## config.mk

```make
export PLATFORM = sky130hd
export DESIGN_NAME = console_usb_top
export DESIGN_NICKNAME = d
export VERILOG_FILES = /design/src/verilog/console_usb_pkg.sv /design/src/verilog/console_usb_top.sv /design/src/verilog/console_usb_dev.sv /design/src/verilog/console_dev_regs.sv
export VERILOG_INCLUDE_DIRS = /design/src /design/src/include
export SDC_FILE = /design/constraint.sdc
export NUM_CORES = 1
export LEC_CHECK = 0
export BUFFER_PORTS_ARGS = -buffer_cell sky130_fd_sc_hd__clkbuf_2
export CAP_MARGIN = 20
export CORE_UTILIZATION = 45
export DETAILED_ROUTE_END_ITERATION = 6
export PLACE_DENSITY = 0.75
export REMOVE_ABC_BUFFERS = 1
export SKIP_CTS_REPAIR_TIMING = 1
export SYNTH_ARGS = -nofsm -noshare
export SYNTH_HDL_FRONTEND = slang
export SYNTH_SLANG_ARGS = --single-unit
```

## constraint.sdc

```tcl
create_clock -name clk -period 2.8 [get_ports clk]
set_clock_uncertainty 0.05 [all_clocks]
set_input_delay 0.28 -clock clk [delete_from_list [all_inputs] [get_ports clk]]
set_output_delay 0.28 -clock clk [all_outputs]
set_load 0.03 [all_outputs]
```

## src/include/console_usb_settings.svh

```systemverilog
`ifndef CONSOLE_USB_SETTINGS_SVH
`define CONSOLE_USB_SETTINGS_SVH

// console read side wait and link drop threshold
`define CONSOLE_READ_TIMEOUT 8
`define CONSOLE_FAIL_LIMIT   4

// type bytes reported by the device
`define TYPE_CODE_C0 8'hC0
`define TYPE_CODE_F0 8'hF0
`define TYPE_CODE_FF 8'hFF

// link nibble expected in data packets for each type class
`define LINK_CODE_C0 4'h8
`define LINK_CODE_F0 4'hC
`define LINK_CODE_FF 4'hF

`define REG_CFG_DEV 2'd0
`define REG_CFG_CMD 2'd1
`define REG_STAT    2'd2
`define REG_FAILS   2'd3

`endif
```

## src/verilog/console_usb_pkg.sv

```systemverilog
`default_nettype none

package console_usb_pkg;

    typedef enum logic [4:0] {
        MAIN_IDLE, MAIN_WAIT, MAIN_TAKE, MAIN_WORK, MAIN_DOOR,
        LINK_IDLE, LINK_TAKE, DIDX_WAIT, DIDX_WORK,
        TYPE_IDLE, TYPE_TAKE, TYPE_DONE,
        TEMP_IDLE, TEMP_TAKE, TEMP_DONE,
        DATA_IDLE, DATA_TAKE, DATA_DONE,
        CONF_IDLE, CONF_WAIT, CONF_WORK, CONF_DONE,
        CONV_IDLE, CONV_WAIT, CONV_WORK, CONV_DONE,
        IDLE_IDLE, IDLE_WAIT, IDLE_WORK, IDLE_DONE
    } dev_state_e;

    // packets coming in from usb or the console read side
    typedef enum logic [3:0] {
        BAG_DLINK = 4'b1000,
        BAG_DTYPE = 4'b1001,
        BAG_DTEMP = 4'b1010,
        BAG_DATA0 = 4'b1101,
        BAG_DATA1 = 4'b1110,
        BAG_DATA  = 4'b0101
    } read_bag_e;

    // packets going out, plus the console send requests
    typedef enum logic [3:0] {
        BAG_INIT   = 4'b0000,
        BAG_LINK   = 4'b0100,
        BAG_DIDX   = 4'b0101,
        BAG_DPARAM = 4'b0110,
        BAG_DDIDX  = 4'b0111,
        BAG_DCONF  = 4'b0001,
        BAG_DCONV  = 4'b1001,
        BAG_CLINK  = 4'b1011
    } send_bag_e;

    typedef enum logic [1:0] {
        DEV_NONE = 2'd0,
        DEV_C0   = 2'd1,
        DEV_F0   = 2'd2,
        DEV_FF   = 2'd3
    } dev_type_e;

    typedef struct packed {
        logic [7:0] temp;
        logic [7:0] type_byte;
        logic [3:0] link;
        logic [3:0] idx;
        logic [3:0] didx;
        logic [3:0] reserved;
    } usb_stat_t;

    typedef struct packed {
        logic [3:0]  device_idx;
        logic [3:0]  data_idx;
        logic [11:0] com_cmd;
        logic [11:0] reserved;
    } usb_cmd_t;

    typedef struct packed {
        dev_type_e  dtype;
        logic [7:0] temp;
    } dev_stat_t;

    typedef struct packed {
        logic [3:0]  device_idx;
        logic [3:0]  data_idx;
        logic [11:0] com_cmd;
    } dev_cfg_t;

endpackage

`default_nettype wire

```

## src/verilog/console_usb_top.sv

```systemverilog
`timescale 1ns/100ps
`default_nettype none

module console_usb_top (
    input  logic                       clk,
    input  logic                       rst,

    input  logic                       reg_wr,
    input  logic [1:0]                 reg_addr,
    input  logic [31:0]                reg_wdata,
    output logic [31:0]                reg_rdata,

    input  logic                       fs_send,
    output logic                       fd_send,
    output logic                       fs_read,
    input  logic                       fd_read,

    output logic                       fs_usb_send,
    input  logic                       fd_usb_send,
    input  logic                       ff_usb_send,
    input  logic                       fs_usb_read,
    output logic                       fd_usb_read,

    input  console_usb_pkg::send_bag_e send_btype,
    input  console_usb_pkg::read_bag_e read_btype,
    output console_usb_pkg::send_bag_e send_usb_btype,
    input  console_usb_pkg::read_bag_e read_usb_btype,

    output console_usb_pkg::usb_cmd_t  usb_cmd,
    input  console_usb_pkg::usb_stat_t usb_stat
);

    console_usb_pkg::dev_cfg_t  cfg;
    console_usb_pkg::dev_stat_t dev_stat;

    console_dev_regs u_regs (
        .clk         (clk),
        .rst         (rst),
        .reg_wr      (reg_wr),
        .reg_addr    (reg_addr),
        .reg_wdata   (reg_wdata),
        .reg_rdata   (reg_rdata),
        .ff_usb_send (ff_usb_send),
        .dev_stat    (dev_stat),
        .cfg         (cfg)
    );

    console_usb_dev u_dev (
        .clk            (clk),
        .rst            (rst),
        .fs_send        (fs_send),
        .fd_send        (fd_send),
        .fs_read        (fs_read),
        .fd_read        (fd_read),
        .fs_usb_send    (fs_usb_send),
        .fd_usb_send    (fd_usb_send),
        .ff_usb_send    (ff_usb_send),
        .fs_usb_read    (fs_usb_read),
        .fd_usb_read    (fd_usb_read),
        .send_btype     (send_btype),
        .read_btype     (read_btype),
        .send_usb_btype (send_usb_btype),
        .read_usb_btype (read_usb_btype),
        .cfg            (cfg),
        .usb_cmd        (usb_cmd),
        .usb_stat       (usb_stat),
        .dev_stat       (dev_stat)
    );

endmodule

`default_nettype wire

```

## src/verilog/console_usb_dev.sv

```systemverilog
`timescale 1ns/100ps
`default_nettype none
`include "console_usb_settings.svh"

module console_usb_dev (
    input  logic                       clk,
    input  logic                       rst,

    input  logic                       fs_send,
    output logic                       fd_send,
    output logic                       fs_read,
    input  logic                       fd_read,

    output logic                       fs_usb_send,
    input  logic                       fd_usb_send,
    input  logic                       ff_usb_send,
    input  logic                       fs_usb_read,
    output logic                       fd_usb_read,

    input  console_usb_pkg::send_bag_e send_btype,
    input  console_usb_pkg::read_bag_e read_btype,
    output console_usb_pkg::send_bag_e send_usb_btype,
    input  console_usb_pkg::read_bag_e read_usb_btype,

    input  console_usb_pkg::dev_cfg_t  cfg,
    output console_usb_pkg::usb_cmd_t  usb_cmd,
    input  console_usb_pkg::usb_stat_t usb_stat,
    output console_usb_pkg::dev_stat_t dev_stat
);

    localparam int FAIL_W = $clog2(`CONSOLE_FAIL_LIMIT + 1);

    console_usb_pkg::dev_state_e state;
    console_usb_pkg::dev_state_e next_state;
    console_usb_pkg::dev_type_e  dev_type;

    logic [7:0]        dev_temp;
    logic              dev_link;
    logic              cri_stat;
    logic              fd_com_send;
    logic              fs_com_read;
    logic              read_expired;
    logic [7:0]        read_wait;
    logic [1:0]        ff_sync;
    logic [FAIL_W-1:0] fail_cnt;

    // data link nibble must agree with the type class, unknown class accepts any
    function automatic logic link_fits(input console_usb_pkg::dev_type_e dtype,
                                       input logic [3:0] link);
        logic fits;
        case (dtype)
            console_usb_pkg::DEV_C0: fits = (link == `LINK_CODE_C0);
            console_usb_pkg::DEV_F0: fits = (link == `LINK_CODE_F0);
            console_usb_pkg::DEV_FF: fits = (link == `LINK_CODE_FF);
            default:                 fits = 1'b1;
        endcase
        return fits;
    endfunction

    assign cri_stat     = (usb_stat.idx == cfg.device_idx);
    assign read_expired = (read_wait == 8'(`CONSOLE_READ_TIMEOUT));

    assign fd_com_send = (state == console_usb_pkg::CONF_DONE) ||
                         (state == console_usb_pkg::CONV_DONE) ||
                         (state == console_usb_pkg::IDLE_DONE);
    assign fs_com_read = (state == console_usb_pkg::TYPE_DONE) ||
                         (state == console_usb_pkg::TEMP_DONE) ||
                         (state == console_usb_pkg::DATA_DONE);
    assign fs_usb_send = (state == console_usb_pkg::DIDX_WORK) ||
                         (state == console_usb_pkg::CONF_WORK) ||
                         (state == console_usb_pkg::CONV_WORK) ||
                         (state == console_usb_pkg::IDLE_WORK);
    assign fd_usb_read = (state == console_usb_pkg::MAIN_TAKE);

    // unlinked: send requests complete at once, reads just echo the console
    assign fd_send = (state != console_usb_pkg::MAIN_IDLE) && (dev_link ? fd_com_send : 1'b1);
    assign fs_read = dev_link ? fs_com_read : ~fd_read;

    assign dev_stat.dtype = dev_link ? dev_type : console_usb_pkg::DEV_NONE;
    assign dev_stat.temp  = dev_temp;

    always_ff @(posedge clk or posedge rst) begin
        if (rst) begin
            state <= console_usb_pkg::MAIN_IDLE;
        end else begin
            state <= next_state;
        end
    end

    always_comb begin
        next_state = state;
        case (state)
            console_usb_pkg::MAIN_IDLE: next_state = console_usb_pkg::MAIN_WAIT;
            console_usb_pkg::MAIN_WAIT: begin
                // usb traffic wins over console requests
                if (fs_usb_read) begin
                    next_state = console_usb_pkg::MAIN_TAKE;
                end else if (fs_send) begin
                    next_state = console_usb_pkg::MAIN_DOOR;
                end
            end
            console_usb_pkg::MAIN_TAKE: begin
                if (!fs_usb_read) next_state = console_usb_pkg::MAIN_WORK;
            end
            console_usb_pkg::MAIN_WORK: begin
                case (read_usb_btype)
                    console_usb_pkg::BAG_DLINK: next_state = console_usb_pkg::LINK_IDLE;
                    console_usb_pkg::BAG_DTYPE: next_state = console_usb_pkg::TYPE_IDLE;
                    console_usb_pkg::BAG_DTEMP: next_state = console_usb_pkg::TEMP_IDLE;
                    console_usb_pkg::BAG_DATA0: next_state = console_usb_pkg::DATA_IDLE;
                    console_usb_pkg::BAG_DATA1: next_state = console_usb_pkg::DATA_IDLE;
                    default:                    next_state = console_usb_pkg::MAIN_WAIT;
                endcase
            end
            console_usb_pkg::MAIN_DOOR: begin
                case (send_btype)
                    console_usb_pkg::BAG_DCONF: next_state = console_usb_pkg::CONF_IDLE;
                    console_usb_pkg::BAG_DCONV: next_state = console_usb_pkg::CONV_IDLE;
                    console_usb_pkg::BAG_CLINK: next_state = console_usb_pkg::IDLE_IDLE;
                    default:                    next_state = console_usb_pkg::MAIN_WAIT;
                endcase
            end

            console_usb_pkg::LINK_IDLE: next_state = console_usb_pkg::LINK_TAKE;
            console_usb_pkg::LINK_TAKE: next_state = console_usb_pkg::DIDX_WAIT;
            console_usb_pkg::DIDX_WAIT: next_state = console_usb_pkg::DIDX_WORK;
            console_usb_pkg::DIDX_WORK: begin
                if (fd_usb_send) next_state = console_usb_pkg::MAIN_WAIT;
            end

            console_usb_pkg::TYPE_IDLE: next_state = console_usb_pkg::TYPE_TAKE;
            console_usb_pkg::TYPE_TAKE: next_state = console_usb_pkg::TYPE_DONE;
            console_usb_pkg::TEMP_IDLE: next_state = console_usb_pkg::TEMP_TAKE;
            console_usb_pkg::TEMP_TAKE: next_state = console_usb_pkg::TEMP_DONE;
            console_usb_pkg::DATA_IDLE: next_state = console_usb_pkg::DATA_TAKE;
            console_usb_pkg::DATA_TAKE: begin
                // packets for another device are dropped here
                next_state = cri_stat ? console_usb_pkg::DATA_DONE : console_usb_pkg::MAIN_WAIT;
            end
            console_usb_pkg::TYPE_DONE,
            console_usb_pkg::TEMP_DONE,
            console_usb_pkg::DATA_DONE: begin
                if (fd_read || read_expired) next_state = console_usb_pkg::MAIN_WAIT;
            end

            console_usb_pkg::CONF_IDLE: next_state = console_usb_pkg::CONF_WAIT;
            console_usb_pkg::CONF_WAIT: next_state = console_usb_pkg::CONF_WORK;
            console_usb_pkg::CONV_IDLE: next_state = console_usb_pkg::CONV_WAIT;
            console_usb_pkg::CONV_WAIT: next_state = console_usb_pkg::CONV_WORK;
            console_usb_pkg::IDLE_IDLE: next_state = console_usb_pkg::IDLE_WAIT;
            console_usb_pkg::IDLE_WAIT: next_state = console_usb_pkg::IDLE_WORK;
            console_usb_pkg::CONF_WORK: begin
                if (fd_usb_send) next_state = console_usb_pkg::CONF_DONE;
            end
            console_usb_pkg::CONV_WORK: begin
                if (fd_usb_send) next_state = console_usb_pkg::CONV_DONE;
            end
            console_usb_pkg::IDLE_WORK: begin
                if (fd_usb_send) next_state = console_usb_pkg::IDLE_DONE;
            end
            console_usb_pkg::CONF_DONE,
            console_usb_pkg::CONV_DONE,
            console_usb_pkg::IDLE_DONE: begin
                if (!fs_send) next_state = console_usb_pkg::MAIN_WAIT;
            end

            default: next_state = console_usb_pkg::MAIN_IDLE;
        endcase
    end

    always_ff @(posedge clk or posedge rst) begin
        if (rst) begin
            usb_cmd <= '0;
        end else if (state == console_usb_pkg::LINK_IDLE) begin
            usb_cmd            <= '0;
            usb_cmd.device_idx <= cfg.device_idx;
        end else if (state == console_usb_pkg::MAIN_DOOR) begin
            usb_cmd.device_idx <= cfg.device_idx;
            usb_cmd.data_idx   <= cfg.data_idx;
            usb_cmd.com_cmd    <= cfg.com_cmd;
            usb_cmd.reserved   <= '0;
        end
    end

    always_ff @(posedge clk or posedge rst) begin
        if (rst) begin
            send_usb_btype <= console_usb_pkg::BAG_INIT;
        end else begin
            case (state)
                console_usb_pkg::DIDX_WAIT: send_usb_btype <= console_usb_pkg::BAG_DIDX;
                console_usb_pkg::CONF_WAIT: send_usb_btype <= console_usb_pkg::BAG_DPARAM;
                console_usb_pkg::CONV_WAIT: send_usb_btype <= console_usb_pkg::BAG_DDIDX;
                console_usb_pkg::IDLE_WAIT: send_usb_btype <= console_usb_pkg::BAG_LINK;
                default:                    send_usb_btype <= send_usb_btype;
            endcase
        end
    end

    always_ff @(posedge clk or posedge rst) begin
        if (rst) begin
            dev_temp <= '0;
            dev_type <= console_usb_pkg::DEV_NONE;
        end else if (state == console_usb_pkg::TEMP_TAKE) begin
            dev_temp <= usb_stat.temp;
        end else if (state == console_usb_pkg::TYPE_TAKE) begin
            case (usb_stat.type_byte)
                `TYPE_CODE_C0: dev_type <= console_usb_pkg::DEV_C0;
                `TYPE_CODE_F0: dev_type <= console_usb_pkg::DEV_F0;
                `TYPE_CODE_FF: dev_type <= console_usb_pkg::DEV_FF;
                default:       dev_type <= dev_type;
            endcase
        end
    end

    always_ff @(posedge clk or posedge rst) begin
        if (rst) begin
            dev_link <= 1'b0;
        end else if (state == console_usb_pkg::MAIN_IDLE) begin
            dev_link <= 1'b0;
        end else if (state == console_usb_pkg::LINK_TAKE) begin
            dev_link <= 1'b1;
        end else if ((state == console_usb_pkg::TEMP_TAKE) &&
                     (read_btype != console_usb_pkg::BAG_DTEMP)) begin
            dev_link <= 1'b0;
        end else if ((state == console_usb_pkg::DATA_TAKE) &&
                     ((read_btype != console_usb_pkg::BAG_DATA) ||
                      !link_fits(dev_type, usb_stat.link))) begin
            dev_link <= 1'b0;
        end else if (fail_cnt == FAIL_W'(`CONSOLE_FAIL_LIMIT)) begin
            dev_link <= 1'b0;
        end
    end

    // failure line comes from another domain in the real system
    always_ff @(posedge clk or posedge rst) begin
        if (rst) begin
            ff_sync <= 2'b00;
        end else begin
            ff_sync <= {ff_sync[0], ff_usb_send};
        end
    end

    always_ff @(posedge clk or posedge rst) begin
        if (rst) begin
            fail_cnt <= '0;
        end else if ((state == console_usb_pkg::MAIN_IDLE) || !dev_link) begin
            fail_cnt <= '0;
        end else if (ff_sync == 2'b01) begin
            fail_cnt <= fail_cnt + 1'b1;
        end else if (ff_usb_send ^ fd_usb_send) begin
            fail_cnt <= '0;
        end
    end

    // counts cycles spent waiting on the console read side
    always_ff @(posedge clk or posedge rst) begin
        if (rst) begin
            read_wait <= '0;
        end else if (fs_com_read) begin
            read_wait <= read_wait + 8'd1;
        end else begin
            read_wait <= '0;
        end
    end

endmodule

`default_nettype wire

```

## src/verilog/console_dev_regs.sv

```systemverilog
`timescale 1ns/100ps
`default_nettype none
`include "console_usb_settings.svh"

module console_dev_regs (
    input  logic                       clk,
    input  logic                       rst,

    input  logic                       reg_wr,
    input  logic [1:0]                 reg_addr,
    input  logic [31:0]                reg_wdata,
    output logic [31:0]                reg_rdata,

    input  logic                       ff_usb_send,
    input  console_usb_pkg::dev_stat_t dev_stat,
    output console_usb_pkg::dev_cfg_t  cfg
);

    logic        ff_q;
    logic        fail_edge;
    logic        fail_clr;
    logic [15:0] fail_cnt;

    assign fail_edge = ff_usb_send & ~ff_q;
    assign fail_clr  = reg_wr && (reg_addr == `REG_FAILS);

    always_ff @(posedge clk or posedge rst) begin
        if (rst) begin
            cfg <= '0;
        end else if (reg_wr) begin
            case (reg_addr)
                `REG_CFG_DEV: begin
                    cfg.device_idx <= reg_wdata[3:0];
                    cfg.data_idx   <= reg_wdata[7:4];
                end
                `REG_CFG_CMD: begin
                    cfg.com_cmd <= reg_wdata[11:0];
                end
                default: begin
                    cfg <= cfg;
                end
            endcase
        end
    end

    // failure pulses, saturating so a stuck line does not wrap
    always_ff @(posedge clk or posedge rst) begin
        if (rst) begin
            ff_q     <= 1'b0;
            fail_cnt <= '0;
        end else begin
            ff_q <= ff_usb_send;
            if (fail_clr) begin
                fail_cnt <= '0;
            end else if (fail_edge && (fail_cnt != 16'hFFFF)) begin
                fail_cnt <= fail_cnt + 16'd1;
            end
        end
    end

    always_comb begin
        case (reg_addr)
            `REG_CFG_DEV: reg_rdata = {24'd0, cfg.data_idx, cfg.device_idx};
            `REG_CFG_CMD: reg_rdata = {20'd0, cfg.com_cmd};
            `REG_STAT:    reg_rdata = {22'd0, dev_stat};
            `REG_FAILS:   reg_rdata = {16'd0, fail_cnt};
            default:      reg_rdata = '0;
        endcase
    end

endmodule

`default_nettype wire

```

==> out/results.txt <==
Status -> complete, no violations
Post-Synth XOR/XNOR Area -> 4.77%
Top Layer Used -> met4
Slew @ Worst Pin -> 0.769 ns
Largest family of logic cells by synthesized area -> simple AND/OR/NAND/NOR gates
DR vias -> 3877
Seq cells post-synth -> 88
Top cell type's share of synthesized area -> 44.4%
Clock share of power -> 18.5%
Mapped Area -> 0.00496 mm²
Drt pass-1 iters -> 5
Ports -> 158
Dpl cells -> 690
Area growth syn-to-layout -> 14.8%
Initial antenna violation count -> 0
GRT Total Usage -> 20.5%
Achievable clock frequency -> 0.385 GHz
Layout cell share with drive strength beyond 1 -> 32.4%
Max FO, Critical Path -> 15
CTS clock-pin slew for the worst setup and hold paths -> 0.09 ns
DIE AREA -> 0.0114 mm²
Main area contributors after synthesis -> dfrtp_1 (44%), mux2_2 (8.2%), buf_4 (4.5%)
Clock buffer count from CTS -> 9
H-tree depth -> 3
CP arrival -> 2.27 ns
Final antenna-violating net count -> 0
I/O Buffers -> 100
EDFF count, synth -> 0
Max-slew violations -> 0
Min Tclk post-route -> 2.60 ns
CP Class -> reg -> out
Adder-cell area share of the yosys netlist -> 1.26%
Switching Fraction -> 42.0%
Power Total -> 4.98 mW
Final hold vios -> 0
Root Buffer -> clkbuf_8
CTS tree -> yes
Finished Layout Cells -> 707
Fillers -> 909
Synth Area in Simple Gates -> 16.8%
Area of the core -> 0.0105 mm²
Area of the multi-input gates -> 0.00248 mm²
Post-synth cell types -> 68
Row cnt -> 37
Psw -> 2.09 mW
Clk_lat worst skew -> 0.37 ns
Total gr overflow -> 0
Worst Setup Start Kind -> register
RePlAce Congestion -> 0.862
M1 WL -> 4.91 mm
Nets@finish -> 657
Mux contribution to synthesized area -> 12.8%
Combinational cell fraction of total power -> 43.2%
RSZ-0062 raised after global routing -> no
DR WL met3 -> 665 µm
CP endpoint kind -> output port
# setup viols final -> 0
Syn Area/Cell -> 10.6 µm²
Cell taking the most area after synthesis -> dfrtp_1
CTS Buffer Depth -> 2
WL final -> 11.0 mm
Storage cell area -> 0.00220 mm²
Syn Inst Count -> 468
WL/cell -> 15.6 µm
Commonest cells in the synthesized netlist -> dfrtp_1 (88), nor2_1 (41), mux2_2 (36)
Top-count cell post-synth -> dfrtp_1
DRC viols -> 0
Diode count -> 0
Slew margin rel. -> 48.5%
Synth Area in Compound Gates -> 12.1%
Internal power -> 2.89 mW
First-pass GRT wire length -> 18.2 mm
Vias per cell -> 5.48
Worst Path Required -> 2.47 ns
Fraction of power consumed by sequential logic -> 38.2%
Met2 WL -> 5.24 mm
Fin crit share -> 92.7%
Total clock sinks -> 88
Chip Height -> 107 µm
Dominant synthesized flop cell -> dfrtp_1
Die width -> 107 µm
Initial Util -> 47.2%
PwrDens -> 876 mW/mm²
Maxcap violations -> 0
Sequential-to-total area share from yosys stat -> 44.4%
Worst VDD drop -> 0.455 mV
Iter 0 DRT Violations -> 217
Synth async-reset ratio -> 100%
Pin count of the biggest net entering global routing -> 38
Number of global-route vias before repair -> 3700
Synth warn -> 0
HP Class -> in -> reg
Post-route setup TNS -> 0 ns
Leakage -> 2.66 nW
HPWL Detailed -> 8.15 mm
[layout by cell type, fill, tap and decap left out, drive strengths merged, types with 3 or more instances in the layout]
cell and instances:
a211oi 5, a21oi 14, a22o 17, a31oi 5, and3 10, buf 10, clkbuf 110, clkinv 3
conb 29, dfrtp 88, ha 5, inv 13, mux2 36, mux2i 5, mux4 8, nand2 32
nand2b 5, nand3 17, nand3b 5, nand4 7, nor2 41, nor2b 6, nor3 7, nor4b 3
o2111ai 4, o21ai 15, or3 4, xnor2 11, xor2 16
[power groups by stage]
stage	logic [mW]	registers (mW)	clock network [mW]
2_1_floorplan	1.18	2.24	0
3_3_place_gp	2.12	1.90	0
3_5_place_dp	2.16	1.93	0
4_1_cts	2.16	1.91	0.936
5_1_grt	2.33	1.96	1.00
6_report	2.15	1.90	0.924
[metrics by stage]
step	utilization [%]	worst slack (ns)	hold WS (ns)	instance area, µm²
floorplan	-	0.191	0.261	4720
global placement	52.1	0.650	0.301	5480
detailed placement	52.1	0.613	0.313	5480
CTS	54.1	0.199	-0.0895	5680
global route	54.1	0.0585	0.0299	5690
finish	54.1	0.203	0.0281	5690
[worst paths after layout]
kind	from	endpoint	slack [ns]	cells past startpoint
min in group asynchronous	rst	u_regs.fail_cnt[10]	0.45	3
max	u_dev.state[1]	fs_read	0.20	4
max in group asynchronous	rst	u_dev.read_wait[7]	1.59	4
min	ff_usb_send	u_dev.ff_sync[0]	0.03	1
min reg2reg	u_dev.ff_sync[0]	u_dev.ff_sync[1]	0.39	0
max reg2reg	u_dev.state[1]	u_dev.state[3]	0.67	5
[worst max-delay path: stages, from the launching register on]
cell and delay, ns:
dfrtp_1 0.61, nor2b_1 0.49, a31oi_1 0.33, mux2i_1 0.23, clkbuf_2 0.23
[sequential cells by signal (all words and copies together), names as in the netlist]
signal	flops
u_regs.fail_cnt	16
u_dev.dev_temp	8
u_dev.ff_sync	2
u_dev.usb_cmd	20
u_dev.fail_cnt	3
u_dev.send_usb_btype	3
u_dev.dev_type	2
u_dev.read_wait	8
u_regs.cfg	20
u_dev.state	5
u_dev.dev_link	1
[cell families after synthesis]
group,after synthesis
DFF,88
muxes,49
xor gates and xnor gates,27
adders and majority gates,5
other,1
buffers and inverters,63
AOI/OAI and AO/OA,81
and+or+nand+nor,154
[final cells by class]
cell class	instances	area share, %
clock buffers	10	2.24
clock inverters	6	1.30
inverters	11	0.748
multi-input cells	345	43.5
flip-flops and latches	88	38.7
well taps	136	2.99
repair buffers	111	10.5
[routing by layer]
metal  up-vias  GRT usage (%)
li1       1831              -
met1      1866           27.9
met2       164           31.6
met3        16           5.17
met4         0           7.24
met5         -              0
(Power assumes the default switching activity.)
